===== src/frames.hex =====
// one sprite row per line, 16 bits, msb is the leftmost pixel
// lines 1 to 16 are frame 0, lines 17 to 32 are frame 1
8000
0100
0180
01C0
FFE0
FFF0
FFF8
FFFC
FFFC
FFF8
FFF0
FFE0
01C0
0180
0100
0000
0000
0080
0180
0380
07FF
0FFF
1FFF
3FFF
3FFF
1FFF
0FFF
07FF
0380
0180
0080
0001


===== src/hdl/spritePkg.sv =====
package spritePkg;

   // raster, kept small so that a frame simulates quickly
   localparam int hActive  = 64;
   localparam int hFront   = 4;
   localparam int hSyncLen = 8;
   localparam int hBack    = 4;
   localparam int hTotal   = hActive + hFront + hSyncLen + hBack;   // 80 pixel clocks per line

   localparam int vActive  = 48;
   localparam int vFront   = 2;
   localparam int vSyncLen = 2;
   localparam int vBack    = 4;
   localparam int vTotal   = vActive + vFront + vSyncLen + vBack;   // 56 lines per frame

   localparam int hCountW = 7;
   localparam int vCountW = 6;

   // sprite store geometry
   localparam int spriteSize = 16;
   localparam int spriteIdxW = $clog2(spriteSize);   // row or column index bits
   localparam int frameCount = 2;
   localparam int frameW     = 1;
   localparam int romAddrW   = frameW + 2 * spriteIdxW;   // {frame, row, column}

   // Wishbone register map
   localparam int wbAdrW = 3;
   localparam int wbDatW = 16;

   localparam int ctrlEnableBit = 0;
   localparam int ctrlPeriodLsb = 4;
   localparam int ctrlPeriodW   = 4;

   localparam int colourW     = 12;   // 4:4:4 rgb
   localparam int pipeLatency = 2;    // timing counters to video outputs

   typedef logic [hCountW-1:0]     hCountT;
   typedef logic [vCountW-1:0]     vCountT;
   typedef logic [frameW-1:0]      frameT;
   typedef logic [romAddrW-1:0]    romAddrT;
   typedef logic [wbAdrW-1:0]      wbAdrT;
   typedef logic [wbDatW-1:0]      wbDatT;
   typedef logic [ctrlPeriodW-1:0] periodT;
   typedef logic [colourW-1:0]     colourT;

   localparam wbAdrT regX      = wbAdrT'(0);
   localparam wbAdrT regY      = wbAdrT'(1);
   localparam wbAdrT regCtrl   = wbAdrT'(2);
   localparam wbAdrT regColour = wbAdrT'(3);
   localparam wbAdrT regStatus = wbAdrT'(4);   // read only, current animation frame

   localparam colourT bgColour = '0;

endpackage


===== src/hdl/videoTiming.sv =====
`timescale 1ns/10ps

module videoTiming (
   input  logic              clk,
   input  logic              rstN,
   output spritePkg::hCountT hCount,
   output spritePkg::vCountT vCount,
   output logic              active,
   output logic              hSync,
   output logic              vSync,
   output logic              frameStart
);

   spritePkg::hCountT hNext;
   spritePkg::vCountT vNext;
   logic              hLast;
   logic              vLast;
   logic              activeNext;
   logic              hSyncNext;
   logic              vSyncNext;

   assign hLast = (int'(hCount) == spritePkg::hTotal - 1);
   assign vLast = (int'(vCount) == spritePkg::vTotal - 1);

   // every flag is decoded from the next count so it lines up with the registered counters
   always_comb begin
      hNext = hLast ? '0 : hCount + 1'b1;
      vNext = vCount;
      if (hLast) begin
         vNext = vLast ? '0 : vCount + 1'b1;
      end
      activeNext = (int'(hNext) < spritePkg::hActive) && (int'(vNext) < spritePkg::vActive);
      hSyncNext  = !((int'(hNext) >= spritePkg::hActive + spritePkg::hFront) &&
                     (int'(hNext) <  spritePkg::hActive + spritePkg::hFront + spritePkg::hSyncLen));
      vSyncNext  = !((int'(vNext) >= spritePkg::vActive + spritePkg::vFront) &&
                     (int'(vNext) <  spritePkg::vActive + spritePkg::vFront + spritePkg::vSyncLen));
   end

   always_ff @(posedge clk or negedge rstN) begin
      if (!rstN) begin
         hCount     <= spritePkg::hCountT'(spritePkg::hTotal - 1);   // first edge wraps to 0,0
         vCount     <= spritePkg::vCountT'(spritePkg::vTotal - 1);
         active     <= 1'b0;
         hSync      <= 1'b1;   // syncs are active low
         vSync      <= 1'b1;
         frameStart <= 1'b0;
      end else begin
         hCount     <= hNext;
         vCount     <= vNext;
         active     <= activeNext;
         hSync      <= hSyncNext;
         vSync      <= vSyncNext;
         frameStart <= (hNext == '0) && (vNext == '0);
      end
   end

endmodule


===== src/hdl/spriteFrameRom.sv =====
`timescale 1ns/10ps

module spriteFrameRom (
   input  logic               clk,
   input  logic               rstN,
   input  spritePkg::romAddrT addr,
   output logic               pixelBit
);

   // one 16-bit word per sprite row, frames stacked one after another
   logic [spritePkg::spriteSize-1:0] rows [spritePkg::frameCount * spritePkg::spriteSize];
   logic [spritePkg::romAddrW-spritePkg::spriteIdxW-1:0] rowSel;   // {frame, row}
   logic [spritePkg::spriteIdxW-1:0]                     colSel;

   initial begin
      $readmemh("/design/src/frames.hex", rows);
   end

   assign rowSel = addr[spritePkg::romAddrW-1:spritePkg::spriteIdxW];
   assign colSel = addr[spritePkg::spriteIdxW-1:0];

   // column 0 is the leftmost pixel, held in the msb of the row word
   always_ff @(posedge clk or negedge rstN) begin
      if (!rstN) begin
         pixelBit <= 1'b0;   // output latch cleared like a block ram set/reset
      end else begin
         pixelBit <= rows[rowSel][~colSel];
      end
   end

endmodule


===== src/hdl/animSequencer.sv =====
`timescale 1ns/10ps

module animSequencer (
   input  logic              clk,
   input  logic              rstN,
   input  logic              frameStart,
   input  spritePkg::periodT period,
   output spritePkg::frameT  frameIndex
);

   spritePkg::periodT frameCnt;   // video frames shown with the current image
   spritePkg::periodT cntNext;
   spritePkg::frameT  indexQ;
   spritePkg::frameT  indexNext;
   logic              step;

   assign cntNext   = frameCnt + 1'b1;
   assign step      = frameStart && (period != '0) && (cntNext >= period);
   assign indexNext = (int'(indexQ) == spritePkg::frameCount - 1) ? '0 : indexQ + 1'b1;

   // new index is already visible during the frame start cycle itself,
   // so the first pixel of the frame is drawn from it
   assign frameIndex = step ? indexNext : indexQ;

   always_ff @(posedge clk or negedge rstN) begin
      if (!rstN) begin
         frameCnt <= '0;
         indexQ   <= '0;
      end else if (frameStart) begin
         if (step) begin
            frameCnt <= '0;
            indexQ   <= indexNext;
         end else if (period == '0) begin
            frameCnt <= '0;   // zero period freezes the animation
         end else begin
            frameCnt <= cntNext;
         end
      end
   end

endmodule


===== src/hdl/spriteRegs.sv =====
`timescale 1ns/10ps

module spriteRegs (
   input  logic              clk,
   input  logic              rstN,
   input  logic              wbCyc,
   input  logic              wbStb,
   input  logic              wbWe,
   input  spritePkg::wbAdrT  wbAdr,
   input  spritePkg::wbDatT  wbDatW,
   output spritePkg::wbDatT  wbDatR,
   output logic              wbAck,
   input  logic              frameStart,
   input  spritePkg::frameT  frameIndex,
   output spritePkg::hCountT spriteX,
   output spritePkg::vCountT spriteY,
   output logic              enable,
   output spritePkg::periodT period,
   output spritePkg::colourT colour
);

   spritePkg::hCountT xShadow;
   spritePkg::hCountT xLive;
   spritePkg::vCountT yShadow;
   spritePkg::vCountT yLive;
   logic              enShadow;
   logic              enLive;
   spritePkg::periodT periodShadow;
   spritePkg::periodT periodLive;
   spritePkg::colourT colourShadow;
   spritePkg::colourT colourLive;
   spritePkg::wbDatT  readData;
   logic              access;

   assign access = wbCyc && wbStb && !wbAck;   // one ack per request

   always_comb begin
      readData = '0;
      case (wbAdr)
         spritePkg::regX:      readData = spritePkg::wbDatT'(xShadow);
         spritePkg::regY:      readData = spritePkg::wbDatT'(yShadow);
         spritePkg::regCtrl: begin
            readData[spritePkg::ctrlEnableBit] = enShadow;
            readData[spritePkg::ctrlPeriodLsb +: spritePkg::ctrlPeriodW] = periodShadow;
         end
         spritePkg::regColour: readData = spritePkg::wbDatT'(colourShadow);
         spritePkg::regStatus: readData = spritePkg::wbDatT'(frameIndex);
         default:              readData = '0;   // unmapped reads zero
      endcase
   end

   always_ff @(posedge clk or negedge rstN) begin
      if (!rstN) begin
         wbAck        <= 1'b0;
         xShadow      <= '0;
         yShadow      <= '0;
         enShadow     <= 1'b0;
         periodShadow <= '0;
         colourShadow <= '0;
      end else begin
         wbAck <= access;
         if (access && wbWe) begin
            case (wbAdr)
               spritePkg::regX:      xShadow <= wbDatW[spritePkg::hCountW-1:0];
               spritePkg::regY:      yShadow <= wbDatW[spritePkg::vCountW-1:0];
               spritePkg::regCtrl: begin
                  enShadow     <= wbDatW[spritePkg::ctrlEnableBit];
                  periodShadow <= wbDatW[spritePkg::ctrlPeriodLsb +: spritePkg::ctrlPeriodW];
               end
               spritePkg::regColour: colourShadow <= wbDatW[spritePkg::colourW-1:0];
               default:              ;   // status and unmapped ignore writes
            endcase
         end
      end
   end

   always_ff @(posedge clk) begin
      if (access) begin
         wbDatR <= readData;   // valid together with the ack
      end
   end

   always_ff @(posedge clk or negedge rstN) begin
      if (!rstN) begin
         xLive      <= '0;
         yLive      <= '0;
         enLive     <= 1'b0;
         periodLive <= '0;
         colourLive <= '0;
      end else if (frameStart) begin
         xLive      <= xShadow;
         yLive      <= yShadow;
         enLive     <= enShadow;
         periodLive <= periodShadow;
         colourLive <= colourShadow;
      end
   end

   // shadows pass straight through during frame start so pixel 0,0 already uses them
   assign spriteX = frameStart ? xShadow      : xLive;
   assign spriteY = frameStart ? yShadow      : yLive;
   assign period  = frameStart ? periodShadow : periodLive;
   assign enable  = enLive;       // used one stage later, live by then
   assign colour  = colourLive;

endmodule


===== src/hdl/spriteRenderer.sv =====
`timescale 1ns/10ps

module spriteRenderer (
   input  logic              clk,
   input  logic              rstN,
   input  spritePkg::hCountT hCount,
   input  spritePkg::vCountT vCount,
   input  logic              active,
   input  logic              hSyncIn,
   input  logic              vSyncIn,
   input  spritePkg::hCountT spriteX,
   input  spritePkg::vCountT spriteY,
   input  logic              enable,
   input  spritePkg::colourT colour,
   input  spritePkg::frameT  frameIndex,
   output spritePkg::colourT pixel,
   output logic              de,
   output logic              hSync,
   output logic              vSync
);

   spritePkg::hCountT  dx;   // offset from the sprite origin, wraps when left of it
   spritePkg::vCountT  dy;
   logic               inX;
   logic               inY;
   spritePkg::romAddrT romAddr;
   logic               romBit;
   logic               hitQ;
   logic               activeQ;
   logic               hSyncQ;
   logic               vSyncQ;

   assign dx  = hCount - spriteX;
   assign dy  = vCount - spriteY;
   assign inX = (hCount >= spriteX) && (int'(dx) < spritePkg::spriteSize);
   assign inY = (vCount >= spriteY) && (int'(dy) < spritePkg::spriteSize);

   assign romAddr = {frameIndex, dy[spritePkg::spriteIdxW-1:0], dx[spritePkg::spriteIdxW-1:0]};

   // address register of stage 1 is the rom's own read register
   spriteFrameRom frameRom (
      .clk      (clk),
      .rstN     (rstN),
      .addr     (romAddr),
      .pixelBit (romBit)
   );

   // stage 1, alongside the rom read
   always_ff @(posedge clk or negedge rstN) begin
      if (!rstN) begin
         hitQ    <= 1'b0;
         activeQ <= 1'b0;
         hSyncQ  <= 1'b1;
         vSyncQ  <= 1'b1;
      end else begin
         hitQ    <= active && inX && inY;
         activeQ <= active;
         hSyncQ  <= hSyncIn;
         vSyncQ  <= vSyncIn;
      end
   end

   // stage 2, colour choice
   always_ff @(posedge clk or negedge rstN) begin
      if (!rstN) begin
         pixel <= spritePkg::bgColour;
         de    <= 1'b0;
         hSync <= 1'b1;
         vSync <= 1'b1;
      end else begin
         pixel <= (hitQ && enable && romBit) ? colour : spritePkg::bgColour;
         de    <= activeQ;
         hSync <= hSyncQ;
         vSync <= vSyncQ;
      end
   end

endmodule


===== src/hdl/spriteDisplay.sv =====
`timescale 1ns/10ps

module spriteDisplay (
   input  logic              clk,
   input  logic              rstN,
   input  logic              wbCyc,
   input  logic              wbStb,
   input  logic              wbWe,
   input  spritePkg::wbAdrT  wbAdr,
   input  spritePkg::wbDatT  wbDatW,
   output spritePkg::wbDatT  wbDatR,
   output logic              wbAck,
   output spritePkg::colourT pixel,
   output logic              de,
   output logic              hSync,
   output logic              vSync
);

   spritePkg::hCountT hCount;
   spritePkg::vCountT vCount;
   logic              active;
   logic              hSyncRaw;   // sync straight from the counters, before the pipeline
   logic              vSyncRaw;
   logic              frameStart;
   spritePkg::hCountT spriteX;
   spritePkg::vCountT spriteY;
   logic              enable;
   spritePkg::periodT period;
   spritePkg::colourT colour;
   spritePkg::frameT  frameIndex;

   videoTiming timing (
      .clk        (clk),
      .rstN       (rstN),
      .hCount     (hCount),
      .vCount     (vCount),
      .active     (active),
      .hSync      (hSyncRaw),
      .vSync      (vSyncRaw),
      .frameStart (frameStart)
   );

   spriteRegs regs (
      .clk        (clk),
      .rstN       (rstN),
      .wbCyc      (wbCyc),
      .wbStb      (wbStb),
      .wbWe       (wbWe),
      .wbAdr      (wbAdr),
      .wbDatW     (wbDatW),
      .wbDatR     (wbDatR),
      .wbAck      (wbAck),
      .frameStart (frameStart),
      .frameIndex (frameIndex),
      .spriteX    (spriteX),
      .spriteY    (spriteY),
      .enable     (enable),
      .period     (period),
      .colour     (colour)
   );

   animSequencer sequencer (
      .clk        (clk),
      .rstN       (rstN),
      .frameStart (frameStart),
      .period     (period),
      .frameIndex (frameIndex)
   );

   spriteRenderer renderer (
      .clk        (clk),
      .rstN       (rstN),
      .hCount     (hCount),
      .vCount     (vCount),
      .active     (active),
      .hSyncIn    (hSyncRaw),
      .vSyncIn    (vSyncRaw),
      .spriteX    (spriteX),
      .spriteY    (spriteY),
      .enable     (enable),
      .colour     (colour),
      .frameIndex (frameIndex),
      .pixel      (pixel),
      .de         (de),
      .hSync      (hSync),
      .vSync      (vSync)
   );

endmodule


===== config.mk =====
export PLATFORM = sky130hd
export DESIGN_NAME = spriteDisplay
export DESIGN_NICKNAME = d
export VERILOG_FILES = /design/src/hdl/spritePkg.sv /design/src/hdl/videoTiming.sv /design/src/hdl/spriteFrameRom.sv /design/src/hdl/animSequencer.sv /design/src/hdl/spriteRegs.sv /design/src/hdl/spriteRenderer.sv /design/src/hdl/spriteDisplay.sv
export SDC_FILE = /design/constraint.sdc
export NUM_CORES = 1
export LEC_CHECK = 0
export ABC_AREA = 1
export ABC_CLOCK_PERIOD_IN_PS = 2850
export BUFFER_PORTS_ARGS = -buffer_cell sky130_fd_sc_hd__buf_4
export CAP_MARGIN = 15
export CORE_ASPECT_RATIO = 0.6
export CORE_MARGIN = 3
export CORE_UTILIZATION = 55
export DETAILED_ROUTE_END_ITERATION = 6
export GPL_ROUTABILITY_DRIVEN = 0
export PLACE_DENSITY = 0.78
export SYNTH_ARGS = -nofsm -noshare
export SYNTH_HDL_FRONTEND = slang
export SYNTH_SLANG_ARGS = --single-unit
export TNS_END_PERCENT = 10

===== constraint.sdc =====
create_clock -name clk -period 2.85 [get_ports clk]
set_clock_uncertainty 0.15 [all_clocks]
set_input_delay 0.855 -clock clk [delete_from_list [all_inputs] [get_ports clk]]
set_output_delay 0.855 -clock clk [all_outputs]
set_load 0.02 [all_outputs]

== After elaboration in Yosys (flattened, before gate mapping) ==
Cells that the tools add are included.
Widths: inputs -> output; s select.

* Bits of input ports: 24
* Register bits: 119
* Output and inout bits: 32
* Word-level logic and storage cells: 98

* Bitwise operators: 1
* Magnitude comparators: 12
* Multiplexer cells: 16
* Reductions and logical operators: 27
* Add/sub/neg operators: 6
* Eq/ne operators: 6

{| class="wikitable"
|+ Operator list
! cell !! number
|-
| $mux 6 || 3
|-
| $pmux 4 s4 || 1
|-
| $logic_and 1x1->1 || 15
|-
| $lt 7x7->1 const B || 2
|-
| $mux 7 || 2
|-
| $lt 6x6->1 const B || 2
|-
| $mux 12 || 1
|-
| $mux 4 || 3
|-
| $pmux 3 s3 || 1
|-
| $reduce_and 2->1 || 4
|-
| $add 7x1->7 const B || 1
|-
| $eq 7x7->1 const B || 1
|-
| $ge 7x7->1 || 1
|-
| $ge 7x7->1 const B || 1
|-
| $logic_not 7->1 || 1
|-
| $lt 7x5->1 const B || 1
|-
| $sub 7x7->7 || 1
|-
| $add 6x1->6 const B || 1
|-
| $eq 3x2->1 const B || 2
|-
| $eq 6x5->1 const B || 1
|-
| $ge 6x6->1 || 1
|-
| $ge 6x6->1 const B || 1
|-
| $logic_not 6->1 || 1
|-
| $lt 6x5->1 const B || 1
|-
| other kinds (15) || 19
|}

== Logic depth before layout (Yosys ltp) ==
* Depth after elaboration: 6
* Mapped depth: 14
* Gate-level depth less buffers: 13

== By module ==
Synthesis repeated with hierarchy kept, for this count alone.

* Cells, all modules: 653
* Area, all modules: 5619.1 µm²

{| class="wikitable"
|+ Modules (own cells, without submodules)
! module !! sequential area each (µm²) !! times used !! area each (µm²) !! cells each
|-
| spriteRegs || 1886.8 || 1 || 3106.7 || 330
|-
| spriteRenderer || 480.5 || 1 || 1219.9 || 157
|-
| videoTiming || 440.4 || 1 || 888.4 || 108
|-
| animSequencer || 125.1 || 1 || 392.9 || 56
|-
| spriteFrameRom || 0.0 || 1 || 11.3 || 2
|}

== Worst setup path after synthesis ==
OpenSTA, ideal clock, no wires.

* Path type: input-to-reg
* From: input port wbCyc
* To: register regs.wbDatR[0] (enable)
* Stages: 2
* Slack: 837 ps
* Setup time: 381 ps
* Data required time: 2319 ps
* Path buffers: 0
* Data arrival time: 1482 ps
* Path through: nand2_1 -> nor2_1

* Cells in the longest elaborated chain, start to end: 2

{| class="wikitable"
|+ Ends and longest elaborated chain
! what !! RTL line !! source
|-
| from (decl) || spriteDisplay.sv:6 || <nowiki>input logic wbCyc,</nowiki>
|-
| $logic_and 1x1->1 (2 in series) || spriteRegs.sv:35 || <nowiki>assign access = wbCyc && wbStb && !wbAck;</nowiki>
|-
| via regs.access || spriteRegs.sv:33 || <nowiki>logic access;</nowiki>
|-
| to (signal assigned) || spriteRegs.sv:79 || <nowiki>wbDatR <= readData;</nowiki>
|-
| to (decl) || spriteRegs.sv:11 || <nowiki>output spritePkg::wbDatT wbDatR,</nowiki>
|}

The timed path passes the listed nets, and every way through them passes these cells.
A chain may end at the register's enable or synchronous reset.

== Worst setup path after layout ==
* From: register sequencer.frameCnt[0]
* To: register regs.wbDatR[0] (data pin)

* Cells in the longest elaborated chain, start to end: 5

{| class="wikitable"
|+ Ends and longest elaborated chain
! what !! RTL line !! source
|-
| from (decl) || animSequencer.sv:11 || <nowiki>spritePkg::periodT frameCnt;</nowiki>
|-
| from (signal assigned) || animSequencer.sv:36 || <nowiki>frameCnt <= cntNext;</nowiki>
|-
| $add 4x1->4 || animSequencer.sv:17 || <nowiki>assign cntNext = frameCnt + 1'b1;</nowiki>
|-
| $ge 4x4->1 || animSequencer.sv:18 || <nowiki>assign step = frameStart && (period != '0) && (cntNext >= period);</nowiki>
|-
| $logic_and 1x1->1 || animSequencer.sv:18 ||
|-
| $mux 1 || animSequencer.sv:23 || <nowiki>assign frameIndex = step ? indexNext : indexQ;</nowiki>
|-
| $pmux 1 s5 || spriteRegs.sv:39 || <nowiki>case (wbAdr)</nowiki>
|-
| via regs.readData[0] || spriteRegs.sv:32 || <nowiki>spritePkg::wbDatT readData;</nowiki>
|}

The timed path passes the listed nets, and every way through them passes these cells.

==> impl_metrics.csv <==
group,metric,value,unit
outcome,status,"finished, final reports clean",
timing,rsz0062_at_grt,"false",
worst_setup_path,critPathCaptureType,"flip-flop",
timing,setup_viol,0,
routing,drc,0,
floorplan,core,5730,µm²
worst_setup_path,cp_common_cell,"nand3_1",
global_routing,grt_antenna_before_repair,0,
finish,num-fill-cells,449,
floorplan,die_area,7100,µm²
power_and_ir_drop,leakage,1.93,nW
clock_network,cts_num_sinks,75,
synth,synth_area_leaders,"dfrtp_1 35%, dfstp_2 13%, edfxtp_1 11%",
synth,async_reset_ff_share,84.0,%
timing,relSlewSlack,48.6,%
synth,synth.top_cell.area_share,35.1,%
floorplan,rows,21,
hold_path,hp-class,"flip-flop to flip-flop",
synth,yosys_warnings,0,
synth,syn_inst,359,
synth,synth-edff-count,12,
worst_setup_path,slowest_stage,"dfrtp_1",
worst_setup_path,path_delay_family,"adder cells",
worst_setup_path,cp_num_buf_inv,2,
clock_network,ctsHoldBuffers,0,
synth,synth_area,3350,µm²
timing,min_period,2.26,ns
run,maxCapViolCount,0,
routing,drt-total-wl,6200,µm
clock_network,cts-root-buf,"clkbuf_8",
finish,diodes,0,
floorplan,start_util,58.5,%
global_routing,grt_overflow_total,0,
finish,regArea,1960,µm²
worst_setup_path,crit_arrival,2.20,ns
timing,tns,0,ns
synth,synth.most_common_cell,"nand2_1",
timing,max_freq,0.443,GHz
worst_setup_path,path_class,"flip-flop to flip-flop",
synth,avgSynthCellArea,9.33,µm²
clock_network,clock_path_buffers,2,
worst_setup_path,critPathMaxStageDelay,0.44,ns
finish,multi_input_area,1120,µm²
power_and_ir_drop,power.density,585,nW/µm²
routing,wire_per_inst,12.7,µm
global_routing,grt_max_degree,64,
synth,synthTopCellsByCount,"90 x nand2_1, 47 x dfrtp_1, 42 x inv_1",
clock_network,cts_resized,0,
floorplan,dieWidth,107,µm
timing,finalCritPeriodShare,79.3,%
routing,ant_nets,0,
finish,syn2layout_area_growth,15.0,%
routing,num_vias,2423,
finish,fin_nets,433,
routing,viasPerCell,4.98,
finish,drive_gt1_share,19.9,%
clock_network,path_clk_slew,0.08,ns
clock_network,cts_tree,"built",
timing,hold_viol_final,0,
synth,ys_types,32,
place,dp.cells,471,
synth,synth-seq-area-share,58.4,%
synth,synth-main-ff-cell,"dfrtp_1",
synth,synth_top_cell_by_area,"dfrtp_1",
routing,dr.pass1.iters,4,
global_routing,grt_pass1_wl,10500,µm
clock_network,htree_levels,3,
clock_network,cts_buffers,9,
worst_setup_path,required,2.80,ns
routing,drt-initial-drc-count,143,
clock_network,clk_latency,0.34,ns
floorplan,die_h,66.5,µm
global_routing,gr-usage-all-layers,19.6,%
synth,synth_seq_cells,75,
finish,fin_cells,487,
clock_network,cts_setup_buffers,0,
floorplan,io_pins,56,
timing,worst_pin_slew,0.771,ns
place,numPortBuffers,35,
power_and_ir_drop,peakVddDrop,276,µV
worst_setup_path,worstPathMaxFanout,5,
timing,drv_slew,0,
global_routing,grt_pass1_vias,2260,
place,dp_hpwl,4460,µm
worst_setup_path,startpoint_type,"flip-flop",
worst_setup_path,worstPathCellList,"ha_1, xnor2_1, inv_1, ha_1, nand2_1, inv_1, nand3_1, nand3_1, nand4_1, nand3_1, a21oi_1",
==> cell type report <==
| cell class | instances | share of cell area [%] |
|---|---|---|
| well taps | 80 | 2.60 |
| clock buffers | 11 | 3.41 |
| multi-input cells | 231 | 29.2 |
| clock inverters | 5 | 1.98 |
| inverters | 46 | 4.48 |
| flip-flops and latches | 75 | 50.8 |
| repair buffers | 39 | 7.60 |
==> worst register-to-register path, stage by stage (launching register included) <==
cell     delay [ns]
dfrtp_1        0.44
ha_1           0.24
xnor2_1        0.20
inv_1          0.08
ha_1           0.28
nand2_1        0.06
inv_1          0.06
nand3_1        0.07
nand3_1        0.15
nand4_1        0.12
nand3_1        0.11
a21oi_1        0.06
==> registers in the layout (all words and copies together) (netlist names), 4 cells and up <==
signal / count
regs.periodShadow: 4
regs.yShadow: 6
regs.xShadow: 7
sequencer.frameCnt: 4
timing.vCount: 6
regs.colourShadow: 12
timing.hCount: 7
regs.periodLive: 4
regs.wbDatR: 12
==> through the flow <==
step / power (mW) / hold WS [ns] / setup slack, ns / util (%) / instance area (µm²)
5_1_grt: 2.37 / 0.215 / 0.453 / 67.3 / 3850
3_3_place_gp: 1.41 / 0.182 / 0.660 / 63.7 / 3650
2_1_floorplan: 1.36 / 0.181 / 0.837 / - / 3410
6_report: 2.26 / 0.203 / 0.591 / 67.3 / 3850
3_5_place_dp: 1.42 / 0.190 / 0.625 / 63.7 / 3650
4_1_cts: 2.28 / 0.207 / 0.606 / 67.3 / 3850
==> kinds of logic (layout without fill, tap and decap cells) <==
group,Yosys count,in the layout,share of synthesized area [%]
AOI/OAI and AO/OA,51,51,8.59
buffers and inverters,68,101,9.75
and+or+nand+nor,154,154,19.8
adders and majority gates,7,7,2.61
xor gates and xnor gates,3,3,0.784
other,1,16,0.112
DFF,75,75,58.4
==> cell usage in the layout, fill, tap and decap left out, types with 10 or more instances in the layout <==
master	Yosys	layout
nand2_1	90	90
conb_1	1	16
a21oi_1	10	10
o21ai_0	31	31
dfstp_2	16	16
buf_4	16	39
nor2_1	28	28
inv_1	42	42
dfrtp_1	47	47
edfxtp_1	12	12
nand3_1	21	21
==> where the power goes <==
part	total, mW	switching [mW]	internal, mW
Sequential	1.22	0.0446	1.18
Combinational	0.183	0.115	0.0686
Clock	0.853	0.362	0.491
Total	2.26	0.521	1.73
==> layer usage <==
layer / GRT usage (%) / wire [µm] / vias to the layer above / part of all wire (%)
li1: - / - / 1207 / -
met1: 27.7 / 3100 / 1152 / 50
met2: 28.6 / 2680 / 60 / 43
met3: 6.49 / 379 / 4 / 6.1
met4: 6.70 / 43 / 0 / 0.69
met5: 0 / 0 / - / 0
==> path summary, 6_finish.rpt <==
check,start,depth (start not counted),to,slack (ns)
hold / removal,renderer.activeQ,0,renderer.de,0.20
max in group asynchronous,rstN,1,regs.enShadow,1.60
setup / recovery,sequencer.frameCnt[0],11,regs.wbDatR[0],0.59
min in group asynchronous,rstN,1,sequencer.frameCnt[1],0.43
setup reg to reg,sequencer.frameCnt[0],11,regs.wbDatR[0],0.59
hold reg to reg,renderer.activeQ,0,renderer.de,0.20
(Power assumes the default switching activity.)
